--- config.mk ---
export PLATFORM = sky130hd
export DESIGN_NAME = execute_stage
export DESIGN_NICKNAME = d
export VERILOG_FILES = /design/src/hw/strand_pkg.sv /design/src/hw/execute_stage.sv
export SDC_FILE = /design/constraint.sdc
export NUM_CORES = 1
export LEC_CHECK = 0
export BUFFER_PORTS_ARGS = -buffer_cell sky130_fd_sc_hd__buf_4
export CORE_MARGIN = 2
export CORE_UTILIZATION = 50
export CTS_CLUSTER_SIZE = 10
export DETAILED_ROUTE_END_ITERATION = 10
export PLACE_DENSITY = 0.82
export SETUP_SLACK_MARGIN = 0.3
export SLEW_MARGIN = 20
export SYNTH_ARGS = -nofsm -noshare
export SYNTH_HDL_FRONTEND = slang
export SYNTH_SLANG_ARGS = --single-unit
--- constraint.sdc ---
create_clock -name clk -period 13.6 [get_ports clk]
set_clock_uncertainty 0.05 [all_clocks]
set_input_delay 2.72 -clock clk [delete_from_list [all_inputs] [get_ports clk]]
set_output_delay 2.72 -clock clk [all_outputs]
set_load 0.03 [all_outputs]
--- src/hw/strand_pkg.sv ---
package strand_pkg;
	localparam int NUM_STRANDS = 4;		// Hardware strands
	localparam int STRAND_W = 2;		// Strand index width
	localparam int NUM_REGS = 16;		// Scalar registers per strand
	localparam int REG_W = 4;		// Register index width
	localparam int DATA_W = 32;		// Datapath width
	localparam int QUEUE_DEPTH = 4;		// Entries per strand queue, also initial credits
	localparam int QUEUE_PTR_W = 2;		// Queue pointer width
	localparam int OPCODE_W = 4;
	localparam int IMM_W = 16;		// Raw immediate, sign-extended on decode

	localparam logic [OPCODE_W-1:0] OP_ADD = 4'd0;
	localparam logic [OPCODE_W-1:0] OP_SUB = 4'd1;
	localparam logic [OPCODE_W-1:0] OP_AND = 4'd2;
	localparam logic [OPCODE_W-1:0] OP_OR = 4'd3;
	localparam logic [OPCODE_W-1:0] OP_XOR = 4'd4;
	localparam logic [OPCODE_W-1:0] OP_ADDI = 4'd5;	// src1 + imm
	localparam logic [OPCODE_W-1:0] OP_HALT = 4'd15;	// Disables issuing strand

	// Instruction word layout, msb first
	typedef struct packed {
		logic [OPCODE_W-1:0] opcode;	// 31:28
		logic [REG_W-1:0] dst;		// 27:24
		logic [REG_W-1:0] src1;		// 23:20
		logic [REG_W-1:0] src2;		// 19:16
		logic [IMM_W-1:0] imm;		// 15:0
	} inst_word_t;

	typedef struct packed {
		logic [STRAND_W-1:0] strand;	// Target strand
		logic [DATA_W-1:0] word;	// Raw instruction
	} inst_req_t;

	typedef struct packed {
		logic [STRAND_W-1:0] strand;
		logic [OPCODE_W-1:0] opcode;
		logic [REG_W-1:0] dst;
		logic [REG_W-1:0] src1;
		logic [REG_W-1:0] src2;
		logic [DATA_W-1:0] imm;		// Already extended
	} decoded_t;

	typedef struct packed {
		logic valid;
		decoded_t dec;
		logic [DATA_W-1:0] op1;		// After bypass
		logic [DATA_W-1:0] op2;
	} issue_t;

	typedef struct packed {
		logic valid;
		logic [STRAND_W-1:0] strand;
		logic [REG_W-1:0] dst;
		logic [DATA_W-1:0] value;
	} writeback_t;
endpackage

--- src/hw/execute_stage.sv ---
`timescale 1ns/1ps

module execute_stage
	(input clk,
	input reset,
	input strand_pkg::issue_t issue,
	output strand_pkg::writeback_t wb,
	output logic [strand_pkg::NUM_STRANDS-1:0] strand_enable,
	output logic result_valid,
	output strand_pkg::writeback_t result,
	output logic halt);

	import strand_pkg::*;

	logic [DATA_W-1:0] alu_value;
	logic alu_op;		// Opcode produces a register result
	logic is_halt;

	always_comb
	begin
		alu_op = 1'b1;
		case (issue.dec.opcode)
			OP_ADD: alu_value = issue.op1 + issue.op2;
			OP_SUB: alu_value = issue.op1 - issue.op2;
			OP_AND: alu_value = issue.op1 & issue.op2;
			OP_OR: alu_value = issue.op1 | issue.op2;
			OP_XOR: alu_value = issue.op1 ^ issue.op2;
			OP_ADDI: alu_value = issue.op1 + issue.dec.imm;
			default:
			begin
				// HALT and undefined opcodes, no writeback
				alu_value = '0;
				alu_op = 1'b0;
			end
		endcase
	end

	// Feeds register file and bypass same cycle
	assign wb = '{valid: issue.valid && alu_op, strand: issue.dec.strand,
		dst: issue.dec.dst, value: alu_value};

	assign is_halt = issue.valid && issue.dec.opcode == OP_HALT;

	always_ff @(posedge clk, posedge reset)
	begin
		if (reset)
			strand_enable <= '1;	// All strands run out of reset
		else if (is_halt)
			strand_enable[issue.dec.strand] <= 1'b0;
	end

	always_ff @(posedge clk, posedge reset)
	begin
		if (reset)
		begin
			result_valid <= 1'b0;
			result <= '0;
			halt <= 1'b0;
		end
		else
		begin
			result_valid <= wb.valid;
			result <= wb;		// No back-pressure on results
			halt <= strand_enable == '0;	// Every strand disabled
		end
	end
endmodule

==> flow_summary.json <==
{
  "port_buffers": 192,
  "yosysTopAreaCell": "ha_1",
  "synthCells": 699,
  "initial_core_util_pct": 51.1,
  "ys_types": 58,
  "die_h_um": 109,
  "nets": 1084,
  "crit_start": "issue[0]",
  "cts_root_buffer": "clkbuf_8",
  "die_w_um": 109,
  "reg2reg_from": "strand_enable[1]",
  "min_period_over_period_pct": 79.7,
  "firstDrtPassIters": 5,
  "core_region_area_mm2": 0.0108,
  "cts_num_sinks": 44,
  "diodes": 0,
  "holdPathEnd": "strand_enable[3]",
  "post-route-util_pct": 66.1,
  "antenna_found_initial": 0,
  "overflow": 0,
  "fmax_ghz": 0.0922,
  "relSlewSlack_pct": 36.1,
  "h-tree-depth": 2,
  "slew_viol_final": 0,
  "drive_above_1_share_pct": 26.4,
  "hold_class": "reg -> reg",
  "grt_pass1_wl_um": 29300,
  "setup.worst_path.start_class": "input pin",
  "critPathCaptureType": "primary output",
  "ir_worst_vdd_mv": 0.0496,
  "viasPerCell": 6.19,
  "cts_tree": "yes",
  "tightest_slew_ps": 946,
  "syn_to_final_growth_pct": 29.3,
  "ys_ff_latch": 44,
  "numCtsBuffers": 5,
  "clk_pin_slew_ps": 90,
  "netlist.area_leader.share_pct": 22.8,
  "cts_resized": 0,
  "avgSynthCellArea_um2": 7.92,
  "grt_pass1_vias": 5853,
  "reg2reg_depth": 1,
  "remaining_drc_errors": 0,
  "insertion_delay_ps": 310,
  "hold_depth": 2,
  "hold_start": "strand_enable[3]",
  "drtIter0Drc": 456,
  "num_vias": 6225,
  "power_density_mw_per_mm2": 76.5,
  "max-cap-violations": 0,
  "finalSetupViolations": 0,
  "final_antenna_net_count": 0,
  "yosys-top-cells-count": "ha_1 (101), inv_1 (76), a21oi_1 (59)",
  "ctsHoldBuffers": 0,
  "routedWlPerCell_um": 18.9,
  "grt_max_degree": 45,
  "fin_tns_setup_ps": 0,
  "placed_cell_area_mm2": 0.00704,
  "crit_type": "in -> out",
  "required_ps": 10830,
  "mappedNetlistArea_mm2": 0.00554,
  "ios": 201,
  "crit_arrival_ps": 8080,
  "hpwlAfterDp_um": 14300,
  "grtUsageTotal_pct": 31.1,
  "post_cts_buffers": 0,
  "yosys_warnings": 0,
  "synth-edff-count": 0,
  "finalWirelength_um": 19000,
  "timing.final.crit_period_ps": 10850,
  "synth-main-ff-cell": "dfrtp_1",
  "r2r_end": "halt",
  "die-area_mm2": 0.0119,
  "power_mw": 0.548,
  "p_leak_nw": 3.59,
  "grt_setup_unrepaired": "false",
  "fin_area_mm2": 0.00716,
  "ys_top_cells_by_area": "ha_1 (23%), dfrtp_1 (18%), a21oi_1 (5.3%)",
  "status": "finished, final reports clean",
  "ff2ff_setup_slack_ps": 12660,
  "async_flop_share_pct": 100,
  "postSynthNetCount": 918,
  "rows": 38,
  "synth_seq_area_share_pct": 20.0,
  "yosysMostFrequentCell": "ha_1",
  "cp_max_fo": 6,
  "gp_congestion": 0.881,
  "hold_viol_final": 0,
  "ctsLongestPathBuffers": 2
}
## power breakdown
group	total, mW	internal (mW)	switching, mW
logic	0.290	0.114	0.176
registers	0.148	0.144	0.00380
clock network	0.110	0.0555	0.0549
total	0.548	0.313	0.235
## critical path, cell delays in order
cell,delay (ps)
buf_4,130
inv_1,90
ha_1,220
or3b_4,420
or3_4,360
or3_1,480
or3_4,410
or3_4,350
nor3_2,150
nor3_1,80
a21oi_2,120
o22ai_1,90
ha_1,360
nand2_1,100
nor2_1,170
nand3_1,100
o41ai_1,840
a221oi_1,250
xor2_1,200
o221ai_1,230
buf_4,210
## layout make-up
cell class / count / area (um^2)
clock buffer: 5 / 68.8
clock inverter: 3 / 46.3
fill: 959 / 3680
inverter: 76 / 285
multi-input combinational: 540 / 3990
sequential: 44 / 1110
tap: 140 / 175
timing repair buffer: 198 / 1490
## stage by stage
stage	hold WS [ps]	instances	setup WS, ps
6_report	416	1006	2750
5_1_grt	438	1006	2450
4_1_cts	417	1006	2840
3_5_place_dp	401	998	2860
3_3_place_gp	388	998	2960
2_1_floorplan	456	699	3600
## metal layers
| layer | track usage [%] | wire length, um | vias up |
|---|---|---|---|
| met5 | 0 | 0 | - |
| met4 | 10.8 | 433 | 0 |
| met3 | 5.20 | 1800 | 44 |
| met2 | 51.6 | 8960 | 352 |
| met1 | 40.7 | 7810 | 2935 |
| li1 | - | - | 2894 |
## how the worst max path moves through the flow
stage	slack, ps	end
after global routing	2450	wb[30]
after global placement	2960	wb[28]
after CTS	2840	wb[30]
after detailed placement	2860	wb[30]
final	2750	wb[30]
after floorplan	3600	wb[27]
## registers in the layout (all words and copies together) (netlist names)
signal,cells
strand_enable,4
halt,1
result,39
## logic make-up (layout without fill, tap and decap cells)
| family | count (synthesis) | count (layout) | synth area share (%) |
|---|---|---|---|
| compound gates | 241 | 241 | 28.7 |
| xor+xnor | 30 | 30 | 4.74 |
| fa+ha+maj | 102 | 102 | 23.2 |
| buf+inv | 115 | 282 | 8.31 |
| flops | 44 | 44 | 20.0 |
| mux | 1 | 1 | 0.203 |
| simple gates | 166 | 166 | 14.9 |
## cells in the final DEF, fill, tap and decap left out, types with 3 or more instances in the layout
cell type  count
a211oi_1       7
a21o_1        11
a21oi_1       59
a221oi_1      10
a22oi_1       23
a31oi_1       11
a32oi_1        3
and2_1         4
and3_1         3
buf_4        198
clkbuf_8       5
dfrtp_1       40
dfstp_2        4
ha_1         101
inv_1         75
nand2_1       35
nand2b_1       3
nand3_1       18
nand4_1        7
nor2_1        41
nor2b_1        3
nor3_1        24
nor4_1         4
o211ai_1       4
o21a_1         3
o21ai_0       54
o21bai_1       3
o221a_2        4
o221ai_1      24
o22ai_1       10
o32ai_1        3
or3_1          9
or3_4          3
xnor2_1       17
xor2_1        13
Power figures use the tool's default switching activity.
