<file path="src/hw/strand_pkg.sv">
package strand_pkg;
	localparam int NUM_STRANDS = 4;		// Hardware strands
	localparam int STRAND_W = 2;		// Strand index width
	localparam int NUM_REGS = 16;		// Scalar registers per strand
	localparam int REG_W = 4;		// Register index width
	localparam int DATA_W = 32;		// Datapath width
	localparam int QUEUE_DEPTH = 4;		// Entries per strand queue, also initial credits
	localparam int QUEUE_PTR_W = 2;		// Queue pointer width
	localparam int OPCODE_W = 4;
	localparam int IMM_W = 16;		// Raw immediate, sign-extended on decode

	localparam logic [OPCODE_W-1:0] OP_ADD = 4'd0;
	localparam logic [OPCODE_W-1:0] OP_SUB = 4'd1;
	localparam logic [OPCODE_W-1:0] OP_AND = 4'd2;
	localparam logic [OPCODE_W-1:0] OP_OR = 4'd3;
	localparam logic [OPCODE_W-1:0] OP_XOR = 4'd4;
	localparam logic [OPCODE_W-1:0] OP_ADDI = 4'd5;	// src1 + imm
	localparam logic [OPCODE_W-1:0] OP_HALT = 4'd15;	// Disables issuing strand

	// Instruction word layout, msb first
	typedef struct packed {
		logic [OPCODE_W-1:0] opcode;	// 31:28
		logic [REG_W-1:0] dst;		// 27:24
		logic [REG_W-1:0] src1;		// 23:20
		logic [REG_W-1:0] src2;		// 19:16
		logic [IMM_W-1:0] imm;		// 15:0
	} inst_word_t;

	typedef struct packed {
		logic [STRAND_W-1:0] strand;	// Target strand
		logic [DATA_W-1:0] word;	// Raw instruction
	} inst_req_t;

	typedef struct packed {
		logic [STRAND_W-1:0] strand;
		logic [OPCODE_W-1:0] opcode;
		logic [REG_W-1:0] dst;
		logic [REG_W-1:0] src1;
		logic [REG_W-1:0] src2;
		logic [DATA_W-1:0] imm;		// Already extended
	} decoded_t;

	typedef struct packed {
		logic valid;
		decoded_t dec;
		logic [DATA_W-1:0] op1;		// After bypass
		logic [DATA_W-1:0] op2;
	} issue_t;

	typedef struct packed {
		logic valid;
		logic [STRAND_W-1:0] strand;
		logic [REG_W-1:0] dst;
		logic [DATA_W-1:0] value;
	} writeback_t;
endpackage

</file>
<file path="src/hw/register_file.sv">
`timescale 1ns/1ps

module register_file
	(input clk,
	input [strand_pkg::STRAND_W-1:0] rd_strand,
	input [strand_pkg::REG_W-1:0] rd_sel1,
	input [strand_pkg::REG_W-1:0] rd_sel2,
	output logic [strand_pkg::DATA_W-1:0] rd_value1,
	output logic [strand_pkg::DATA_W-1:0] rd_value2,
	input strand_pkg::writeback_t wb,
	input reset);

	import strand_pkg::*;

	logic [DATA_W-1:0] regs [NUM_STRANDS][NUM_REGS];	// Per-strand banks

	// Async read, same cycle as strand pick
	assign rd_value1 = regs[rd_strand][rd_sel1];
	assign rd_value2 = regs[rd_strand][rd_sel2];

	always_ff @(posedge clk, posedge reset)
	begin
		if (reset)
		begin
			for (int s = 0; s < NUM_STRANDS; s++)
			begin
				for (int r = 0; r < NUM_REGS; r++)
					regs[s][r] <= '0;	// All registers start at zero
			end
		end
		else if (wb.valid)
			regs[wb.strand][wb.dst] <= wb.value;
	end
endmodule

</file>
<file path="config.mk">
export PLATFORM = sky130hd
export DESIGN_NAME = register_file
export DESIGN_NICKNAME = d
export VERILOG_FILES = /design/src/hw/strand_pkg.sv /design/src/hw/register_file.sv
export SDC_FILE = /design/constraint.sdc
export NUM_CORES = 2
export LEC_CHECK = 0
export ABC_AREA = 0
export BUFFER_PORTS_ARGS = -buffer_cell sky130_fd_sc_hd__buf_2
export CORE_MARGIN = 10
export CORE_UTILIZATION = 45
export CTS_BUF_LIST = sky130_fd_sc_hd__clkbuf_16
export CTS_CLUSTER_SIZE = 25
export DETAILED_ROUTE_END_ITERATION = 10
export PLACE_DENSITY = 0.59
export SYNTH_ARGS = -nofsm -noshare
export SYNTH_HDL_FRONTEND = slang
export SYNTH_SLANG_ARGS = --single-unit
</file>
<file path="constraint.sdc">
create_clock -name clk -period 61.7 [get_ports clk]
set_clock_uncertainty 0.05 [all_clocks]
set_input_delay 9.255 -clock clk [delete_from_list [all_inputs] [get_ports clk]]
set_output_delay 9.255 -clock clk [all_outputs]
set_load 0.01 [all_outputs]
</file>
==> results.md <==
Outcome:
- The flow ran to the end, and the final reports show no timing, DRC or antenna violations.

Floorplanning:
- In this run the vertical extent of the chip is 479 um.
- The die covers 0.230 mm2.
- In this run the core area contains 168 standard-cell rows.
- The effective utilization at floorplan is 45.2%.
- Measured along the x axis, the die boundary spans 479 um.
- The number of primary I/O pins is 115.
- The placeable core area is 0.210 mm2.

Clocking:
- For this design, the CTS-stage hold fixing added 0 buffers.
- The deepest level of the CTS H-tree is 4.
- The count of clock tree sinks is 2048.
- After clock tree synthesis, the repair step resized 0 gates.
- The buffers inserted during post-CTS setup optimization is 0.
- The clock tree root driver cell is sky130_fd_sc_hd__clkbuf_16.
- In this run, CTS created clock tree buffers numbering 215.
- TritonCTS built the clock tree.
- The largest buffer count on any clock path is 3.
- The latest clock arrival within the worst-skew pair is 0.87 ns.
- Clock-pin slew was measured on the worst setup and hold paths at 0.06 ns.

Logic synthesis:
- The sequential element share of the synthesized area is 54.0%.
- The mean post-synth cell area is 15.2 um2.
- The area of the mapped netlist is 0.0949 mm2.
- The number of nets in the synthesized netlist is 6276.
- Synthesis inferred 2048 register bits.
- The count of mapped cells out of synthesis is 6225.
- The number of distinct library cell variants in the gate-level netlist after synthesis is 28.
- For this run, the number of Yosys warnings is 0.

Worst setup path:
- The number of cells on the worst reg-to-reg path is 1.
- The worst register-to-register path ends at regs[790]$_DFFE_PP0P_.
- In this run the critical register-to-register path is launched from regs[790]$_DFFE_PP0P_.
- In this design, the stage delay of the slowest critical-path cell is 0.82 ns.
- For flop-to-flop paths, the worst setup slack is 60.84 ns.
- For this design, the slowest cell found on the critical path is sky130_fd_sc_hd__buf_4.
- The data arrival time at the worst-slack endpoint is 14.83 ns.
- Along the worst path, the maximum fanout reaches 65.
- The cell repeated most along the worst path is sky130_fd_sc_hd__buf_4.
- STA puts the critical path data required time at 52.40 ns.
- The kind of capture point of the worst setup path is an output port.
- The classification of the worst setup path is in -> out.
- STA classifies the critical path startpoint as an input pin.
- The critical path goes through buf_8 -> buf_4 -> buf_4 -> buf_4 -> buf_4 -> mux4_2 -> a22oi_1 -> a21oi_1 -> or4_1 -> buf_2.

Global route:
- The number of antenna violations at the first check in global routing is 14.
- The total routing usage reported by global routing is 26.8%.
- The first global-routing pass estimated 451000 um of wire.
- Entering global routing, the biggest net connects 171 pins.
- Summed over all layers, the global routing overflow is 0.
- The via count of the first global-routing pass is 60000.

Min path:
- The path with the worst hold slack has its endpoint at regs[578]$_DFFE_PP0P_.
- The worst hold path belongs to the class reg -> reg.
- The instance count along the most critical hold path is 1.
- The worst hold path begins at regs[578]$_DFFE_PP0P_.

Cells and area:
- The register with the most flip-flops in the layout has 2048 of them.
- The signed area change from the synthesized netlist to the final layout is 10.2%.
- The post-layout net count is 6077.
- The largest registers in the layout are regs (2048).
- At the end of the flow the core is filled with cells to 49.8%.
- regs holds more flip-flops than any other register.
- Of the cells placed in the final design, the portion with a size suffix greater than 1 is 49.5%.
- After routing the design area is 0.105 mm2.

Place:
- The count of input and output buffers is 114.
- The sum of net half-perimeters after detailed placement is 170000 um.
- In this run the cell area measured after placement is 0.0976 mm2.
- OpenSTA, run right after detailed placement, puts the worst setup slack at 37.52 ns.
- Routability-driven placement finished with a final weighted congestion of 0.778.

Detailed routing:
- The routed layout has 58400 vias.
- The wire length after detailed routing is 313000 um.
- The detail-routed net length per standard cell is 34.7 um.
- The number of detailed-routing iterations run before antenna repair is 6.
- The final antenna-violating net count is 0.
- The number of DRC violations after detailed routing is 0.
- Using the TritonRoute via totals, the vias-per-cell ratio works out to 6.47.
- The number of design-rule violations left by the first detailed-router iteration is 5644.

Pwr:
- The largest voltage drop on the vdd net is 0.0243 mV.
- The power per unit of standard cell area is 32.3 mW/mm2.
- The total power draw is 3.37 mW.
- For this design the static power due to leakage is 47.6 nW.

Timing:
- The slew at the pin closest to its max-slew limit is 1.35 ns.
- The minimum clock period is 24.13 ns.
- The period utilization is 39.1%.
- In the post-route analysis, the smallest setup slack over all paths is 37.57 ns.
- The maximum achievable frequency is 41.4 MHz.
- The number of pins exceeding their max-slew limit in the final report is 0.
- In the final timing run, aggregate negative setup slack is 0 ns.
- Setup repair after global routing left no endpoint under its margin.
- Headroom to the max-slew limit came out at 10.0%.
- The number of failing hold endpoints at the final stage is 0.
- Setup violations remaining at the end of the flow were counted as 0.

Run:
- Max-cap violations in this run came to 0.
critical path, delay by kind of cell:
kind	cells	cell delay [ns]
buffers and inverters	6	3.82
AND/OR/NAND/NOR	1	0.61
multiplexers	1	0.61
AO/OA/AOI/OAI	2	0.33
per-layer routing:
metal	vias up	global-route usage (%)	part of all wire (%)
li1	23300	-	-
met4	8	11.2	4.8
met1	32200	35.0	41
met3	681	4.92	6.4
met2	2239	44.0	48
met5	-	0	0.018
area by class of cell:
type / instances / area (um2)
Clock inverter: 179 / 1480
Inverter: 1 / 7.51
Multi-Input combinational cell: 3503 / 41000
Antenna cell: 5 / 12.5
Sequential cell: 2048 / 51200
Fill cell: 17800 / 105000
Timing Repair Buffer: 257 / 1790
Tap cell: 2805 / 3510
Clock buffer: 219 / 5480
power by group:
group	switching [mW]	internal (mW)
Clock	0.558	0.744
Sequential	0.0870	1.52
Combinational	0.219	0.244
cell usage after synthesis (all sizes together):
library cell / n / area share [%]
dfrtp: 2048 / 54
mux2: 2048 / 24
a22oi: 512 / 4.1
mux4: 512 / 12
clkbuf: 338 / 1.3
buf: 335 / 1.8
a21oi: 256 / 1.4
or4: 64 / 0.51
nand2: 49 / 0.19
nor2: 27 / 0.11
nand2b: 8 / 0.053
or2: 7 / 0.046
nor3: 6 / 0.032
nor2b: 4 / 0.026
and2: 2 / 0.013
and3: 1 / 0.0066
and3b: 1 / 0.0092
inv: 1 / 0.0040
nand3: 1 / 0.0053
nand3b: 1 / 0.0079
nand4: 1 / 0.0066
nor3b: 1 / 0.0079
nor4: 1 / 0.0066
or3b: 1 / 0.0092
per-stage QoR:
step / cells / hold WS (ns)
2_1_floorplan: 6225 / 0.402
3_3_place_gp: 8614 / 0.412
3_5_place_dp: 8614 / 0.419
4_1_cts: 9012 / 0.432
5_1_grt: 9014 / 0.436
6_report: 9017 / 0.431
placed cells by master, fill, tap and decap left out, drive strengths merged:
master    instances
clkinvlp          7
clkbuf          219
or3b              1
nor2b             4
bufinv           25
nor4              1
nand3             1
mux4            512
and2              2
nand3b            1
or2               7
nand2            49
or4              64
nand2b            8
dfrtp          2048
nor3              6
nor2             27
mux2           2048
nor3b             1
a21oi           256
diode             5
nand4             1
buf             257
a22oi           512
and3              1
inv              53
clkinv           95
and3b             1
logic make-up (layout without fill, tap and decap cells):
kind of cell | Yosys count | after routing | share of synthesized area, %
other | 0 | 5 | 0
buffers and inverters | 674 | 656 | 3.10
AND/OR/NAND/NOR | 175 | 175 | 1.04
flip-flops | 2048 | 2048 | 54.0
AO/OA/AOI/OAI | 768 | 768 | 5.40
multiplexers | 2560 | 2560 | 36.5
worst max-delay path by stage:
stage	end	slack (ns)	from	cells past startpoint
2_1_floorplan	regs[0]$_DFFE_PP0P_	23.96	reset	1
3_3_place_gp	rd_value2[21]	37.48	rd_strand[0]	10
3_5_place_dp	rd_value2[21]	37.52	rd_strand[0]	10
4_1_cts	rd_value1[21]	37.48	rd_strand[0]	10
5_1_grt	rd_value1[21]	37.27	rd_strand[0]	10
6_report	rd_value1[21]	37.57	rd_strand[0]	10
(Power assumes the default switching activity.)
