### config.mk
export PLATFORM = sky130hd
export DESIGN_NAME = instruction_decode
export DESIGN_NICKNAME = d
export VERILOG_FILES = /design/src/hw/strand_pkg.sv /design/src/hw/instruction_decode.sv
export SDC_FILE = /design/constraint.sdc
export NUM_CORES = 1
export LEC_CHECK = 0
export ABC_AREA = 1
export BUFFER_PORTS_ARGS = -buffer_cell sky130_fd_sc_hd__buf_2
export CAP_MARGIN = 0
export CORE_MARGIN = 3
export CORE_UTILIZATION = 42
export CTS_BUF_LIST = sky130_fd_sc_hd__clkbuf_8 sky130_fd_sc_hd__clkbuf_16
export DETAILED_ROUTE_END_ITERATION = 7
export PLACE_DENSITY = 0.83
export SYNTH_ARGS = -nofsm -noshare
export SYNTH_HDL_FRONTEND = slang
export SYNTH_SLANG_ARGS = --single-unit
### constraint.sdc
create_clock -name clk -period 2.2 [get_ports clk]
set_clock_uncertainty 0.05 [all_clocks]
set_input_delay 0.44 -clock clk [delete_from_list [all_inputs] [get_ports clk]]
set_output_delay 0.44 -clock clk [all_outputs]
set_load 0.02 [all_outputs]
### src/hw/strand_pkg.sv
package strand_pkg;
	localparam int NUM_STRANDS = 4;		// Hardware strands
	localparam int STRAND_W = 2;		// Strand index width
	localparam int NUM_REGS = 16;		// Scalar registers per strand
	localparam int REG_W = 4;		// Register index width
	localparam int DATA_W = 32;		// Datapath width
	localparam int QUEUE_DEPTH = 4;		// Entries per strand queue, also initial credits
	localparam int QUEUE_PTR_W = 2;		// Queue pointer width
	localparam int OPCODE_W = 4;
	localparam int IMM_W = 16;		// Raw immediate, sign-extended on decode

	localparam logic [OPCODE_W-1:0] OP_ADD = 4'd0;
	localparam logic [OPCODE_W-1:0] OP_SUB = 4'd1;
	localparam logic [OPCODE_W-1:0] OP_AND = 4'd2;
	localparam logic [OPCODE_W-1:0] OP_OR = 4'd3;
	localparam logic [OPCODE_W-1:0] OP_XOR = 4'd4;
	localparam logic [OPCODE_W-1:0] OP_ADDI = 4'd5;	// src1 + imm
	localparam logic [OPCODE_W-1:0] OP_HALT = 4'd15;	// Disables issuing strand

	// Instruction word layout, msb first
	typedef struct packed {
		logic [OPCODE_W-1:0] opcode;	// 31:28
		logic [REG_W-1:0] dst;		// 27:24
		logic [REG_W-1:0] src1;		// 23:20
		logic [REG_W-1:0] src2;		// 19:16
		logic [IMM_W-1:0] imm;		// 15:0
	} inst_word_t;

	typedef struct packed {
		logic [STRAND_W-1:0] strand;	// Target strand
		logic [DATA_W-1:0] word;	// Raw instruction
	} inst_req_t;

	typedef struct packed {
		logic [STRAND_W-1:0] strand;
		logic [OPCODE_W-1:0] opcode;
		logic [REG_W-1:0] dst;
		logic [REG_W-1:0] src1;
		logic [REG_W-1:0] src2;
		logic [DATA_W-1:0] imm;		// Already extended
	} decoded_t;

	typedef struct packed {
		logic valid;
		decoded_t dec;
		logic [DATA_W-1:0] op1;		// After bypass
		logic [DATA_W-1:0] op2;
	} issue_t;

	typedef struct packed {
		logic valid;
		logic [STRAND_W-1:0] strand;
		logic [REG_W-1:0] dst;
		logic [DATA_W-1:0] value;
	} writeback_t;
endpackage

### src/hw/instruction_decode.sv
`timescale 1ns/1ps

module instruction_decode
	(input clk,
	input reset,
	input inst_valid,
	input strand_pkg::inst_req_t inst,
	output logic push,
	output strand_pkg::decoded_t decoded);

	import strand_pkg::*;

	inst_word_t word;		// Field view of raw word
	decoded_t next_decoded;

	assign word = inst_word_t'(inst.word);

	always_comb
	begin
		next_decoded.strand = inst.strand;
		next_decoded.opcode = word.opcode;
		next_decoded.dst = word.dst;
		next_decoded.src1 = word.src1;
		next_decoded.src2 = word.src2;
		// Sign-extend 16-bit immediate to datapath width
		next_decoded.imm = {{(DATA_W - IMM_W){word.imm[IMM_W-1]}}, word.imm};
	end

	always_ff @(posedge clk, posedge reset)
	begin
		if (reset)
			push <= 1'b0;
		else
			push <= inst_valid;	// Push lands in queue next edge
	end

	always_ff @(posedge clk)
	begin
		if (inst_valid)
			decoded <= next_decoded;	// Hold last word when idle
	end
endmodule

==> impl_metrics.env, run 1 <==
export IMPL_worstPathRequired_ns=1.71
export IMPL_met3_usage_pct=9.43
export IMPL_setup_viol=0
export IMPL_finalHoldViolCount=0
export IMPL_final_common_cell="buf_2"
export IMPL_slew_violations=0
export IMPL_vias=704
export IMPL_drc_errors=0
export IMPL_avgSynthCellArea_sq_um=22.5
export IMPL_crit_buf_inv=1
export IMPL_synthSimpleGateAreaFrac_pct=0
export IMPL_drtPass1Iterations=3
export IMPL_rows=18
export IMPL_cts_sinks=35
export IMPL_cp_top_family="flip-flops"
export IMPL_crit_arrival_ns=1.06
export IMPL_drive_above_1_share_pct=71.2
export IMPL_grt_pass1_wl_microns=3110
export IMPL_grt_max_degree=36
export IMPL_synth_compound_area_share_pct=0
export IMPL_seq_area_frac_synth_pct=89.4
export IMPL_io_pins=88
export IMPL_rsz0062_at_grt="false"
export IMPL_drtAntennaViolNets=0
export IMPL_syn_inst=52
export IMPL_multiInputGateArea_sq_um=0
export IMPL_max_slew_margin_pct=53.2
export IMPL_nMultiInputCombCells=0
export IMPL_dr_first_iter_drc_count=6
export IMPL_clock_tree_buffer_depth=2
export IMPL_yosys_warnings=0
export IMPL_setup_tns_ns=0
export IMPL_yosys_area_share_xor_xnor_pct=0
export IMPL_ys_ff_latch=35
export IMPL_start_util_pct=45.6
export IMPL_gp_congestion=0.619
export IMPL_cpPeakStageDelay_ns=0.55
export IMPL_hold_path_class="input port to flop"
export IMPL_num_fill_cells=196
export IMPL_grt_pass1_vias=681
export IMPL_grtUsageMet2_pct=18.8
export IMPL_worst_pin_slew_ns=0.701
export IMPL_final_nets=168
export IMPL_wl_per_cell_microns=12.6
export IMPL_critPathCaptureType="output pin"
export IMPL_fmax_ghz=0.645
export IMPL_synth_top_family_by_area="buffers and inverters"
export IMPL_whs_path_depth=1
export IMPL_grtUsageMet1_pct=14.3
export IMPL_grtUsageTotal_pct=13.2
export IMPL_cp_slowest_cell="edfxtp_1"
export IMPL_cts_tree="done"
export IMPL_min_to="decoded[39]"
export IMPL_design_core_area_sq_um=2570
export IMPL_syn_nets=89
export IMPL_fin_cells=162
export IMPL_crit_type="flop to output pin"
export IMPL_status="completed"
export IMPL_die_h_microns=58.8
export IMPL_wirelength_microns=2040
export IMPL_cts_root_buffer="clkbuf_8"
export IMPL_syn_to_final_growth_pct=38.3
export IMPL_final_cell_mix="87 x buf_2, 34 x edfxtp_1, 5 x clkbuf_8"
export IMPL_powerDensity_nw_per_um2=889
export IMPL_synth_adder_area_share_pct=0
export IMPL_timing_final_crit_share_pct=70.4
export IMPL_cap_viol_max_count=0
export IMPL_viasPerCell=4.35
export IMPL_synth_cell_type_count=4
export IMPL_busiest_layer="met2"
export IMPL_cts_clk_slew_worst_paths_ns=0.07
export IMPL_dp_cells=153
export IMPL_worstPathCellList="buf_2"
export IMPL_htreeDepth=2
export IMPL_leakagePower_nw=0.742
export IMPL_holdCritStartpoint="inst[23]"
export IMPL_portBuffers=87
export IMPL_netlist_area_sq_um=1170
export IMPL_crit_fanout=17
export IMPL_die_x_microns=58.8
export IMPL_numCtsBuffers=5
export IMPL_die_area_sq_um=3450
export IMPL_peakVddDrop_mv=0.690
export IMPL_gr_total_overflow=0
export IMPL_period_minus_slack_ns=1.55
export IMPL_diodes=0
export IMPL_synth_mux_area_fraction_pct=0
export IMPL_antenna_found_initial=0
export IMPL_start_kind="flop"
metal layers:
metal,wire [microns],vias to the layer above
met5,0,-
met4,53,0
met3,441,7
met2,919,71
met1,625,296
li1,-,330
worst max path at each step:
stage	depth (start not counted)	start	slack [ns]	to
finish	1	decoded[15]	0.65	decoded[23]
global route	1	decoded[15]	0.54	decoded[20]
CTS	1	decoded[15]	0.61	decoded[23]
detailed placement	1	inst_valid	0.76	decoded[44]
global placement	1	inst_valid	0.78	decoded[15]
floorplan	1	decoded[15]	0.81	decoded[16]
cell type report:
class,instances,area (sq um),area share (%)
flip-flops and latches,35,1050,64.7
repair buffers,88,445,27.5
clock buffers,5,68.8,4.25
clock inverters,3,16.3,1.01
inverters,1,3.75,0.232
well taps,30,37.5,2.32
synthesized netlist by cell type:
| cell | instances | area [sq um] |
|---|---|---|
| dfrtp_1 | 1 | 25.0 |
| inv_1 | 1 | 3.75 |
| buf_4 | 16 | 120 |
| edfxtp_1 | 34 | 1020 |
power breakdown:
group	internal, mW	switching, mW
clock	0.216	0.207
combinational	0.0708	0.139
sequential	0.789	0.0152
sequential cells by signal, indices dropped and copies added, names as in the netlist:
signal   cells
decoded     34
push         1
kinds of logic (layout without fill, tap and decap cells):
logic type | after synthesis | in the layout
buf+inv | 17 | 97
flops | 35 | 35
repair_timing:
item / CTS / global route
resized for setup: 0 / 0
hold buffers: 1 / 0
endpoints found under the setup margin: 0 / 0
hold endpoints to repair: 1 / 0
buffers inserted: 0 / 0
stage by stage:
step / util (%) / setup WS, ns / cell area (sq um) / hold slack, ns / total power, mW
2_1_floorplan: - / 0.806 / 1170 / 0.119 / 0.953
3_5_place_dp: 59.3 / 0.759 / 1520 / 0.225 / 1.03
4_1_cts: 63.0 / 0.614 / 1620 / 0.270 / 1.46
6_report: 63.0 / 0.650 / 1620 / 0.280 / 1.44
5_1_grt: 63.0 / 0.543 / 1620 / 0.258 / 1.51
3_3_place_gp: 59.3 / 0.784 / 1520 / 0.222 / 1.03
No activity file was read; power rests on OpenSTA's default activity.
==> run 2, diff against run 1 <==
--- a/config.mk
+++ b/config.mk
@@ -9,10 +9,10 @@
 export BUFFER_PORTS_ARGS = -buffer_cell sky130_fd_sc_hd__buf_2
 export CAP_MARGIN = 0
 export CORE_MARGIN = 3
-export CORE_UTILIZATION = 42
+export CORE_UTILIZATION = 39
 export CTS_BUF_LIST = sky130_fd_sc_hd__clkbuf_8 sky130_fd_sc_hd__clkbuf_16
 export DETAILED_ROUTE_END_ITERATION = 7
-export PLACE_DENSITY = 0.83
+export PLACE_DENSITY = 0.78
 export SYNTH_ARGS = -nofsm -noshare
 export SYNTH_HDL_FRONTEND = slang
 export SYNTH_SLANG_ARGS = --single-unit
==> constraint.sdc (replaced) <==
create_clock -name clk -period 1.5 [get_ports clk]
set_clock_uncertainty 0.05 [all_clocks]
set_input_delay 0.3 -clock clk [delete_from_list [all_inputs] [get_ports clk]]
set_output_delay 0.3 -clock clk [all_outputs]
set_load 0.02 [all_outputs]
==> impl_metrics.env, run 2 (synthesized netlist as in run 1, its figures left out) <==
export IMPL_status="completed"
export IMPL_cap_viol_max_count=0
export IMPL_max_slew_margin_pct=88.6
export IMPL_top_register="decoded"
export IMPL_drc_errors=0
export IMPL_io_pins=88
export IMPL_timing_final_crit_share_pct=90.2
export IMPL_gp_congestion=0.631
export IMPL_crit_arrival_ns=1.00
export IMPL_crit_type="flop to output pin"
export IMPL_drtAntennaViolNets=0
export IMPL_final_area_sq_um=1650
export IMPL_largest_reg_flops=34
export IMPL_die_area_sq_um=3690
export IMPL_peakVddDrop_mv=0.831
export IMPL_final_nets=170
export IMPL_dpl_instance_area_sq_um=1540
export IMPL_worst_pin_slew_ns=0.171
export IMPL_diodes=0
export IMPL_layout_setup_ws_ns=0.147
export IMPL_design_core_area_sq_um=2810
export IMPL_sw_frac_of_total_pct=24.8
export IMPL_drtPass1Iterations=4
export IMPL_htreeDepth=2
export IMPL_finalCoreUtilization_pct=58.9
export IMPL_syn_to_final_growth_pct=41.2
export IMPL_post_place_ws_ns=0.363
export IMPL_met3_usage_pct=12.6
export IMPL_internal_power_mw=1.58
export IMPL_drive_above_1_share_pct=71.4
export IMPL_vias=728
export IMPL_antenna_found_initial=0
export IMPL_fin_cells=164
export IMPL_final_cell_mix="87 x buf_2, 34 x edfxtp_1, 5 x clkbuf_8"
export IMPL_portBuffers=87
export IMPL_cts_tree="done"
export IMPL_top_regs="decoded (34), push (1)"
export IMPL_holdCritStartpoint="inst[28]"
export IMPL_power_mw=2.11
export IMPL_leakagePower_nw=0.756
export IMPL_fmax_ghz=0.739
export IMPL_min_to="decoded[44]"
export IMPL_setup_viol=0
export IMPL_grt_pass1_vias=695
export IMPL_busiest_layer="met2"
export IMPL_slew_violations=0
export IMPL_die_h_microns=60.8
export IMPL_nMultiInputCombCells=0
export IMPL_cts_root_buffer="clkbuf_8"
export IMPL_grt_max_degree=36
export IMPL_setup_tns_ns=0
export IMPL_finalHoldViolCount=0
export IMPL_cts_sinks=35
export IMPL_cts_resized=0
export IMPL_dp_cells=155
export IMPL_regArea_sq_um=1050
export IMPL_viasPerCell=4.44
export IMPL_grt_pass1_wl_microns=3070
export IMPL_dp_hpwl_microns=1600
export IMPL_rsz0062_at_grt="false"
export IMPL_period_minus_slack_ns=1.35
export IMPL_gr_total_overflow=0
export IMPL_whs_path_depth=1
export IMPL_wirelength_microns=2100
export IMPL_power_frac_comb_pct=15.7
export IMPL_num_fill_cells=208
export IMPL_cts_clk_slew_worst_paths_ns=0.06
export IMPL_die_x_microns=60.8
export IMPL_p_sw_uw=523
export IMPL_start_util_pct=41.7
export IMPL_powerDensity_nw_per_um2=1280
export IMPL_critPathCaptureType="output pin"
export IMPL_grtUsageTotal_pct=12.6
export IMPL_worstPathRequired_ns=1.15
export IMPL_final_common_cell="buf_2"
export IMPL_start_kind="flop"
export IMPL_multiInputGateArea_sq_um=0
export IMPL_clock_tree_buffer_depth=2
export IMPL_wl_per_cell_microns=12.8
export IMPL_grtUsageMet2_pct=16.8
export IMPL_p_clk_share_pct=28.6
export IMPL_crit_fanout=17
export IMPL_rows=19
export IMPL_dr_first_iter_drc_count=11
export IMPL_hold_slack_ns=0.142
export IMPL_p_seq_share_pct=55.8
export IMPL_grtUsageMet1_pct=12.0
export IMPL_hold_path_class="input port to flop"
export IMPL_numCtsBuffers=5
-- run 2: per-layer routing --
layer,up-vias,part of all wire [%]
met3,7,24
met5,-,0
li1,335,-
met1,317,29
met4,0,2.9
met2,69,43
-- run 2: worst max path at each step --
stage                        endpoint        start  slack, ns
after floorplan           decoded[16]  decoded[15]       0.25
after global placement    decoded[27]  decoded[15]       0.41
after detailed placement  decoded[25]  decoded[15]       0.36
after CTS                 decoded[25]  decoded[15]       0.05
after global routing      decoded[19]  decoded[15]       0.11
final                     decoded[25]  decoded[15]       0.15
-- run 2: layout make-up --
| class | instances | area share [%] |
|---|---|---|
| tap | 31 | 2.35 |
| inverter | 1 | 0.227 |
| timing repair buffer | 90 | 29.4 |
| clock buffer | 5 | 4.17 |
| clock inverter | 2 | 0.530 |
| sequential | 35 | 63.3 |
-- run 2: timing repair --
action / CTS / global route
endpoints found under the setup margin: 0 / 17
hold buffers: 1 / 0
buffers inserted: 0 / 1
endpoints found under the hold margin: 1 / 0
-- run 2: power groups by stage --
stage,Clock (mW),Combinational [mW],Sequential (mW)
after floorplan,0,0.0922,1.31
after global routing,0.672,0.355,1.18
final,0.601,0.330,1.17
after detailed placement,0,0.318,1.20
after global placement,0,0.315,1.20
after CTS,0.621,0.319,1.18
-- run 2: worst max-delay path, cell delays in order, from the launching register on --
cell	delay [ns]
edfxtp_1	0.41
buf_12	0.16
buf_2	0.15
