File: src/hw/strand_pkg.sv
package strand_pkg;
	localparam int NUM_STRANDS = 4;		// Hardware strands
	localparam int STRAND_W = 2;		// Strand index width
	localparam int NUM_REGS = 16;		// Scalar registers per strand
	localparam int REG_W = 4;		// Register index width
	localparam int DATA_W = 32;		// Datapath width
	localparam int QUEUE_DEPTH = 4;		// Entries per strand queue, also initial credits
	localparam int QUEUE_PTR_W = 2;		// Queue pointer width
	localparam int OPCODE_W = 4;
	localparam int IMM_W = 16;		// Raw immediate, sign-extended on decode

	localparam logic [OPCODE_W-1:0] OP_ADD = 4'd0;
	localparam logic [OPCODE_W-1:0] OP_SUB = 4'd1;
	localparam logic [OPCODE_W-1:0] OP_AND = 4'd2;
	localparam logic [OPCODE_W-1:0] OP_OR = 4'd3;
	localparam logic [OPCODE_W-1:0] OP_XOR = 4'd4;
	localparam logic [OPCODE_W-1:0] OP_ADDI = 4'd5;	// src1 + imm
	localparam logic [OPCODE_W-1:0] OP_HALT = 4'd15;	// Disables issuing strand

	// Instruction word layout, msb first
	typedef struct packed {
		logic [OPCODE_W-1:0] opcode;	// 31:28
		logic [REG_W-1:0] dst;		// 27:24
		logic [REG_W-1:0] src1;		// 23:20
		logic [REG_W-1:0] src2;		// 19:16
		logic [IMM_W-1:0] imm;		// 15:0
	} inst_word_t;

	typedef struct packed {
		logic [STRAND_W-1:0] strand;	// Target strand
		logic [DATA_W-1:0] word;	// Raw instruction
	} inst_req_t;

	typedef struct packed {
		logic [STRAND_W-1:0] strand;
		logic [OPCODE_W-1:0] opcode;
		logic [REG_W-1:0] dst;
		logic [REG_W-1:0] src1;
		logic [REG_W-1:0] src2;
		logic [DATA_W-1:0] imm;		// Already extended
	} decoded_t;

	typedef struct packed {
		logic valid;
		decoded_t dec;
		logic [DATA_W-1:0] op1;		// After bypass
		logic [DATA_W-1:0] op2;
	} issue_t;

	typedef struct packed {
		logic valid;
		logic [STRAND_W-1:0] strand;
		logic [REG_W-1:0] dst;
		logic [DATA_W-1:0] value;
	} writeback_t;
endpackage

File: src/hw/strand_select.sv
`timescale 1ns/1ps

module strand_select
	(input clk,
	input reset,
	input [strand_pkg::NUM_STRANDS-1:0] not_empty,
	input strand_pkg::decoded_t [strand_pkg::NUM_STRANDS-1:0] heads,
	input [strand_pkg::NUM_STRANDS-1:0] strand_enable,
	input strand_pkg::writeback_t wb,
	output logic [strand_pkg::NUM_STRANDS-1:0] pop,
	output logic [strand_pkg::STRAND_W-1:0] rd_strand,
	output logic [strand_pkg::REG_W-1:0] rd_sel1,
	output logic [strand_pkg::REG_W-1:0] rd_sel2,
	input [strand_pkg::DATA_W-1:0] rd_value1,
	input [strand_pkg::DATA_W-1:0] rd_value2,
	output strand_pkg::issue_t issue);

	import strand_pkg::*;

	logic [STRAND_W-1:0] last_strand;	// Last strand that issued
	logic [STRAND_W-1:0] pick;
	logic [STRAND_W-1:0] idx;
	logic pick_valid;
	logic [NUM_STRANDS-1:0] halt_block;	// Own HALT still in issue reg
	logic [NUM_STRANDS-1:0] ready;
	decoded_t head;
	logic [DATA_W-1:0] op1;
	logic [DATA_W-1:0] op2;

	assign halt_block = (issue.valid && issue.dec.opcode == OP_HALT)
		? NUM_STRANDS'(1) << issue.dec.strand : '0;
	assign ready = strand_enable & not_empty & ~halt_block;

	// Round robin, search starts one past last issuer
	always_comb
	begin
		pick_valid = 1'b0;
		pick = last_strand;
		idx = last_strand;
		for (int i = 1; i <= NUM_STRANDS; i++)
		begin
			idx = last_strand + STRAND_W'(i);
			if (!pick_valid && ready[idx])
			begin
				pick_valid = 1'b1;
				pick = idx;
			end
		end
	end

	assign head = heads[pick];
	assign pop = pick_valid ? NUM_STRANDS'(1) << pick : '0;
	assign rd_strand = pick;
	assign rd_sel1 = head.src1;
	assign rd_sel2 = head.src2;

	// Result about to be written this edge
	assign op1 = (wb.valid && wb.strand == pick && wb.dst == head.src1) ? wb.value : rd_value1;
	assign op2 = (wb.valid && wb.strand == pick && wb.dst == head.src2) ? wb.value : rd_value2;

	always_ff @(posedge clk, posedge reset)
	begin
		if (reset)
		begin
			issue <= '0;
			last_strand <= '0;
		end
		else
		begin
			issue <= '{valid: pick_valid, dec: head, op1: op1, op2: op2};
			if (pick_valid)
				last_strand <= pick;
		end
	end
endmodule

File: config.mk
export PLATFORM = sky130hd
export DESIGN_NAME = strand_select
export DESIGN_NICKNAME = d
export VERILOG_FILES = /design/src/hw/strand_pkg.sv /design/src/hw/strand_select.sv
export SDC_FILE = /design/constraint.sdc
export NUM_CORES = 1
export LEC_CHECK = 0
export BUFFER_PORTS_ARGS = -buffer_cell sky130_fd_sc_hd__buf_4
export CORE_AREA = 2 2 171 173
export DETAILED_ROUTE_END_ITERATION = 8
export DIE_AREA = 0 0 173 175
export PLACE_DENSITY = 0.59
export SLEW_MARGIN = 10
export SYNTH_ARGS = -nofsm -noshare
export SYNTH_HDL_FRONTEND = slang
export SYNTH_SLANG_ARGS = --single-unit
File: constraint.sdc
create_clock -name clk -period 6.65 [get_ports clk]
set_clock_uncertainty 0.1 [all_clocks]
set_input_delay 0.665 -clock clk [delete_from_list [all_inputs] [get_ports clk]]
set_output_delay 0.665 -clock clk [all_outputs]
set_load 0.005 [all_outputs]
==> metrics.md, run 1 <==
| Metric | Value |
|---|---|
| Outcome | completed |
| Min Clock Period, post-route | 4390 ps |
| #FFs+latches synth | 117 |
| Sw power | 1060 uW |
| Number of max-cap violations | 0 |
| Die Wd | 173 um |
| Post-CTS setup buffers | 0 |
| Slew HR | 0.361 |
| Total power | 3130 uW |
| Starting Density | 0.218 |
| Unrepaired setup endpoints after global routing | false |
| Top post-synthesis cells by area | dfrtp_1, mux2_4, mux2i_1, mux2_1, a21oi_1 |
| Resize count post-CTS | 0 |
| Global-route wire length before repair | 35300 um |
| Die Y | approximately 180 um |
| Setup TNS | 0 ps |
| Std cell rows | slightly above 60 |
| Worst-path clk slew | approximately 60 ps |
| Initial antenna violation count | 2 |
| Critical path class | reg -> reg |
| Power Density | 302 nW/um^2 |
| Vias in the first global route | 5861 |
| Total Routed Length | 23700 um |
| Inserted Clock Buffers | 17 |
| Die area | 30300 sq um |
| Share of layout cells above drive strength 1 | 0.617 |
| Worst slew pin tran | 958 ps |
| Clock Latency Late Sink | a little over 400 ps |
| Seq pwr share | 0.307 |
| Total global routing overflow | 0 |
| Post-synthesis mux area share | 0.337 |
| Critical path data required time | 6840 ps |
| Routed wire per std cell | 18.0 um |
| List of most frequent post-synthesis cells | dfrtp_1, mux2_4, mux2i_1 |
| H-tree Lvls | 4 |
| Power Internal | 2070 uW |
| Primary flip-flop cell chosen by synthesis mapping | dfrtp_1 |
| Synth unique cells | 42 |
| Number of flops mapped to enable cells by yosys | 0 |
| Syn Area/Cell | 12.7 sq um |
| Clk buf depth | 2 |
| Crit path arrival time | 4580 ps |
| Area share of the largest cell type after synthesis | 0.473 |
| Clk pwr share | 0.278 |
| Syn Nets | approximately 800 |
| Pin count of the biggest net entering global routing | 82 |
| Xor and xnor fraction of the mapped netlist area | 0.0141 |
| Compound-cell area share of the yosys netlist | 0.0712 |
| Post-Synth Adder-Cell Area | 0 |
| Combinational power share | 0.415 |
| Post-DP HPWL | 19100 um |
| Post-route ant nets | 0 |
| CP Capture Type | flop |
| Fin Hold WS | 260 ps |
| Seq/Total Area, Yosys | 0.473 |
| Via count | roughly 5400 |
| Crit share post-route | 0.660 |
| Setup violations, final | 0 |
| Async SR Flop Fraction | 1.00 |
| DRC | 0 |
| Synth Cell Area | 6190 sq um |
| Post-layout nets | 1229 |
| GP Congestion | 0.805 |
| CP max FO | 33 |
| Post-synth top area cell | dfrtp_1 |
| CTS root buffer | clkbuf_16 |
| Port bufs | between 400 and 500 |
| Hold crit path type | in -> async |
| Filler cells | 2904 |
| Fmax | 228 MHz |
| Final hold vios | 0 |
| Leakage Power | between 0.005 and 0.006 uW |
| TritonRoute pass-1 iters | 6 |
| Initial drt markers | approximately 180 |
| Total I/O pin count | 442 |
| Post-CTS Hold Fix Bufs | 0 |
| Syn-to-layout area delta | 67.4% |
| Sw Share | 0.339 |
| Top-count cell post-synth | dfrtp_1 |
| Synth warn | 0 |
| Sinks on Clock Net | 117 |
| Maximum VDD drop | 151 uV |
| Vias per std cell | ~4.1 |
| CTS tree | built |
| Pins over their slew limit | 0 |
| Main combinational cell family by area after synthesis | multiplexers |
| Gr usage total | 0.155 |
| Core Region | 28400 sq um |
| Post-synthesis simple-gate area fraction | 0.0629 |
| Gate count of the mapped netlist | 486 |
| CP Launch Type | flop |
[per-stage QoR]
stage               instance area [sq um]  utilization  setup WS (ps)  std cells
finish                              10400        0.365           2260       1316
global route                        10400        0.365           1940       1315
CTS                                 10400        0.365           2190       1313
detailed placement                   9800        0.345           2210       1281
global placement                     9800        0.345           2240       1281
floorplan                            6190            -           2780        486
[critical path: stages, from the launching register on]
cell and delay [ps]:
dfrtp_1 400, nand4_2 170, o311ai_1 400, o21ai_1 170, o211ai_4 450, buf_4 560
mux2i_1 460, xnor2_1 130, o22a_1 260, nor4_4 200, buf_4 540, mux2_1 380
[cells by family after synthesis]
logic type | Yosys count
muxes | 170
DFF | 117
and+or+nand+nor | 80
AOI/OAI and AO/OA | 65
buffers and inverters | 44
xor gates and xnor gates | 10
[power by group through the flow]
stage / combinational [uW] / sequential [uW] / clock (uW)
final: 1300 / 961 / 868
after floorplan: 669 / 990 / 0
after CTS: 1330 / 962 / 904
after global routing: 1410 / 983 / 936
after detailed placement: 1330 / 976 / 0
after global placement: 1320 / 969 / 0
[metal layers]
layer	global-route usage	share of wire	up-vias
li1	-	-	2586
met1	0.167	0.37	2549
met2	0.281	0.52	288
met3	0.0566	0.087	19
met4	0.0466	0.015	0
met5	0	0	-
[sequential cells by signal (all words and copies together) (netlist names)]
register     cells
last_strand      2
issue          115
[cell usage in the layout (no fill, tap or decap), types with 3 or more instances in the layout]
master,count
a21oi_1,47
and3_1,7
buf_4,447
clkbuf_16,17
clkinv_4,3
clkinvlp_4,5
dfrtp_1,117
diode_2,3
inv_1,3
inv_2,3
inv_6,3
mux2_1,30
mux2_2,18
mux2_4,60
mux2i_1,60
nand2_1,9
nand2b_1,3
nor2_1,48
nor3_1,5
xnor2_1,6
xor2_1,4
[area by class of cell]
| class | count | area, sq um | area share |
|---|---|---|---|
| tap | 384 | 480 | 0.0464 |
| sequential | 117 | 2930 | 0.283 |
| multi-input combinational | 325 | 3000 | 0.290 |
| clock buffer | 19 | 453 | 0.0437 |
| inverter | 8 | 35.0 | 0.00338 |
| antenna | 3 | 7.51 | 0.000724 |
| timing repair buffer | 447 | 3360 | 0.324 |
| clock inverter | 13 | 100 | 0.00966 |
[path summary, 6_finish.rpt]
check	startpoint	end	slack, ps	cells past startpoint
worst max-delay path	issue[109]	issue[32]	2260	11
worst min-delay path	reset	issue[69]	260	2
worst max register to register	issue[109]	issue[32]	2260	11
worst min register to register	last_strand[0]	last_strand[0]	640	2
max in group asynchronous	reset	issue[101]	4800	3
min in group clk	rd_value1[31]	issue[63]	380	2
No activity file was read; power rests on OpenSTA's default activity.
==> run 2: changes to the inputs <==
- clock period: 6.65 -> 4.2 ns (I/O delays scaled with it)
==> run 2 against run 1 <==
  * Clock-buffer cell count fell by 2
  * Clock power increased by 69%
  * Core utilization increased by 0.34 points
  * Register-to-register slack worse by 1700 ps
  * Final area grew 0.93%
  * Via count shrank 0.22%
  * Combinational power up 58%
  * Worst setup slack worse by 1700 ps
  * First-iteration DRC count is 38% lower
==> metrics.md, run 2 (same netlist as run 1, synthesis figures left out) <==
| Metric | Value |
|---|---|
| Vias in the first global route | 5752 |
| Register-to-Register Path Depth | 11 |
| Share of layout cells above drive strength 1 | 0.618 |
| Die Y | 175 um |
| Reg-to-Reg Start | issue[113] |
| Commonest non-fill, non-tap cell in the layout | buf_4 |
| Worst slew pin tran | approximately 860 ps |
| Power Density | around 480 nW/um^2 |
| Outcome | completed |
| Setup TNS | 0 ps |
| Hold crit path type | in -> async |
| H-tree Lvls | 4 |
| CP max FO | 10 |
| Worst-path clk slew | 70 ps |
| CTS root buffer | clkbuf_16 |
| Inserted Clock Buffers | 17 |
| Setup violations, final | 0 |
| CP Launch Type | flop |
| Crit path arrival time | 3140 ps |
| Gr usage total | 0.151 |
| Crit share post-route | 0.871 |
| Resize count post-CTS | 0 |
| Min Clock Period, post-route | 3660 ps |
| Pin count of the biggest net entering global routing | 86 |
| Total I/O pin count | about 440 |
| GP Congestion | slightly below 0.8 |
| Sinks on Clock Net | approximately 120 |
| Pre-CTS WS | roughly 500 ps |
| Initial antenna violation count | 3 |
| CTS tree | built |
| Post-CTS Hold Fix Bufs | 0 |
| Total Routed Length | 23200 um |
| Worst r2r dst | issue[63] |
| Syn-to-layout area delta | 69.0% |
| Global-route wire length before repair | around 35000 um |
| Total global routing overflow | 0 |
| Fmax | 273 MHz |
| Post-DP HPWL | 19000 um |
| Top flop regs | issue (115), last_strand (2) |
| Unrepaired setup endpoints after global routing | false |
| Die area | a little over 30000 sq um |
| Vias per std cell | about 4.1 |
| Post-layout nets | 1233 |
| DRC | 0 |
| Critical path data required time | roughly 3700 ps |
| Clk buf depth | 2 |
| Core Region | 28400 sq um |
| Critical path class | reg -> out |
| Port bufs | between 400 and 500 |
| FF-to-FF setup slack | ~580 ps |
| Max reg flops | 115 |
| Std cell rows | 62 |
| Starting Density | 0.218 |
| Initial drt markers | 113 |
| Final hold vios | 0 |
| Post-route ant nets | 0 |
| Filler cells | 2871 |
| Post-CTS setup buffers | 0 |
| Slew HR | 0.425 |
| Clock Latency Late Sink | roughly 400 ps |
| Via count | between 5000 and 6000 |
| Largest Register | issue |
| Pins over their slew limit | 0 |
| Die Wd | 173 um |
| Leakage Power | 0.00514 uW |
| Fin Hold WS | around 11 ps |
| Number of max-cap violations | 0 |
| Area after DPL | roughly 10000 sq um |
| Setup ws final | around 540 ps |
| Maximum VDD drop | 277 uV |
| Routed wire per std cell | roughly 18 um |
| CP Capture Type | output port |
| Post-layout util | 0.368 |
| Design Area, Final | 10500 sq um |
| Commonest cells after routing, fill and taps aside | buf_4, dfrtp_1, mux2i_1, mux2_4, nor2_1 |
| TritonRoute pass-1 iters | 4 |
-- run 2: cell types whose count changed in the layout (fill, tap and decap cells not counted), sizes merged --
cell and change:
buf +4, bufinv +1, clkbuf -2, clkinv -5
clkinvlp -2, diode -1, inv +8
-- run 2: stage by stage --
step | power, uW | cells
finish | 5040 | 1319
global route | 5380 | 1317
CTS | 5170 | 1317
detailed placement | 3650 | 1285
global placement | 3640 | 1285
floorplan | 2630 | 486
-- run 2: layout make-up --
| class | instances | area [sq um] | area share |
|---|---|---|---|
| antenna | 2 | 5.00 | 0.000478 |
| clock buffer | 17 | 425 | 0.0407 |
| clock inverter | 15 | 159 | 0.0152 |
| inverter | 8 | 35.0 | 0.00335 |
| multi-input combinational | 325 | 3000 | 0.287 |
| sequential | 117 | 2930 | 0.280 |
| tap | 384 | 480 | 0.0459 |
| timing repair buffer | 451 | 3420 | 0.327 |
-- run 2: power breakdown --
group | leakage [uW] | switching [uW] | internal [uW]
Clock | 0.000280 | 628 | 844
Sequential | 0.00135 | 114 | 1400
Combinational | 0.00351 | 964 | 1090
-- run 2: worst max-delay path by stage --
stage	from	to	slack, ps	cells after the start
floorplan	reset	issue[0]	580	1
CTS	issue[113]	rd_sel2[0]	390	10
global placement	issue[113]	issue[0]	560	10
detailed placement	issue[113]	issue[0]	510	10
global route	issue[113]	rd_sel1[0]	260	10
finish	issue[113]	rd_sel2[0]	540	10
-- run 2: metal layers --
metal	part of all wire	wire length [um]	GRT usage
met3	0.086	1990	0.0533
met4	0.016	379	0.0448
met2	0.52	12000	0.272
met5	0.00056	13	0
met1	0.38	8840	0.167
-- run 2: worst max-delay path, cell delays in order (launching register included) --
cell and delay (ps):
dfrtp_1 420, nand4_2 150, o311ai_1 350, o21ai_1 170
o211ai_4 450, buf_4 290, buf_4 220, mux2_1 330
nor2_1 90, a21oi_1 90, buf_4 180
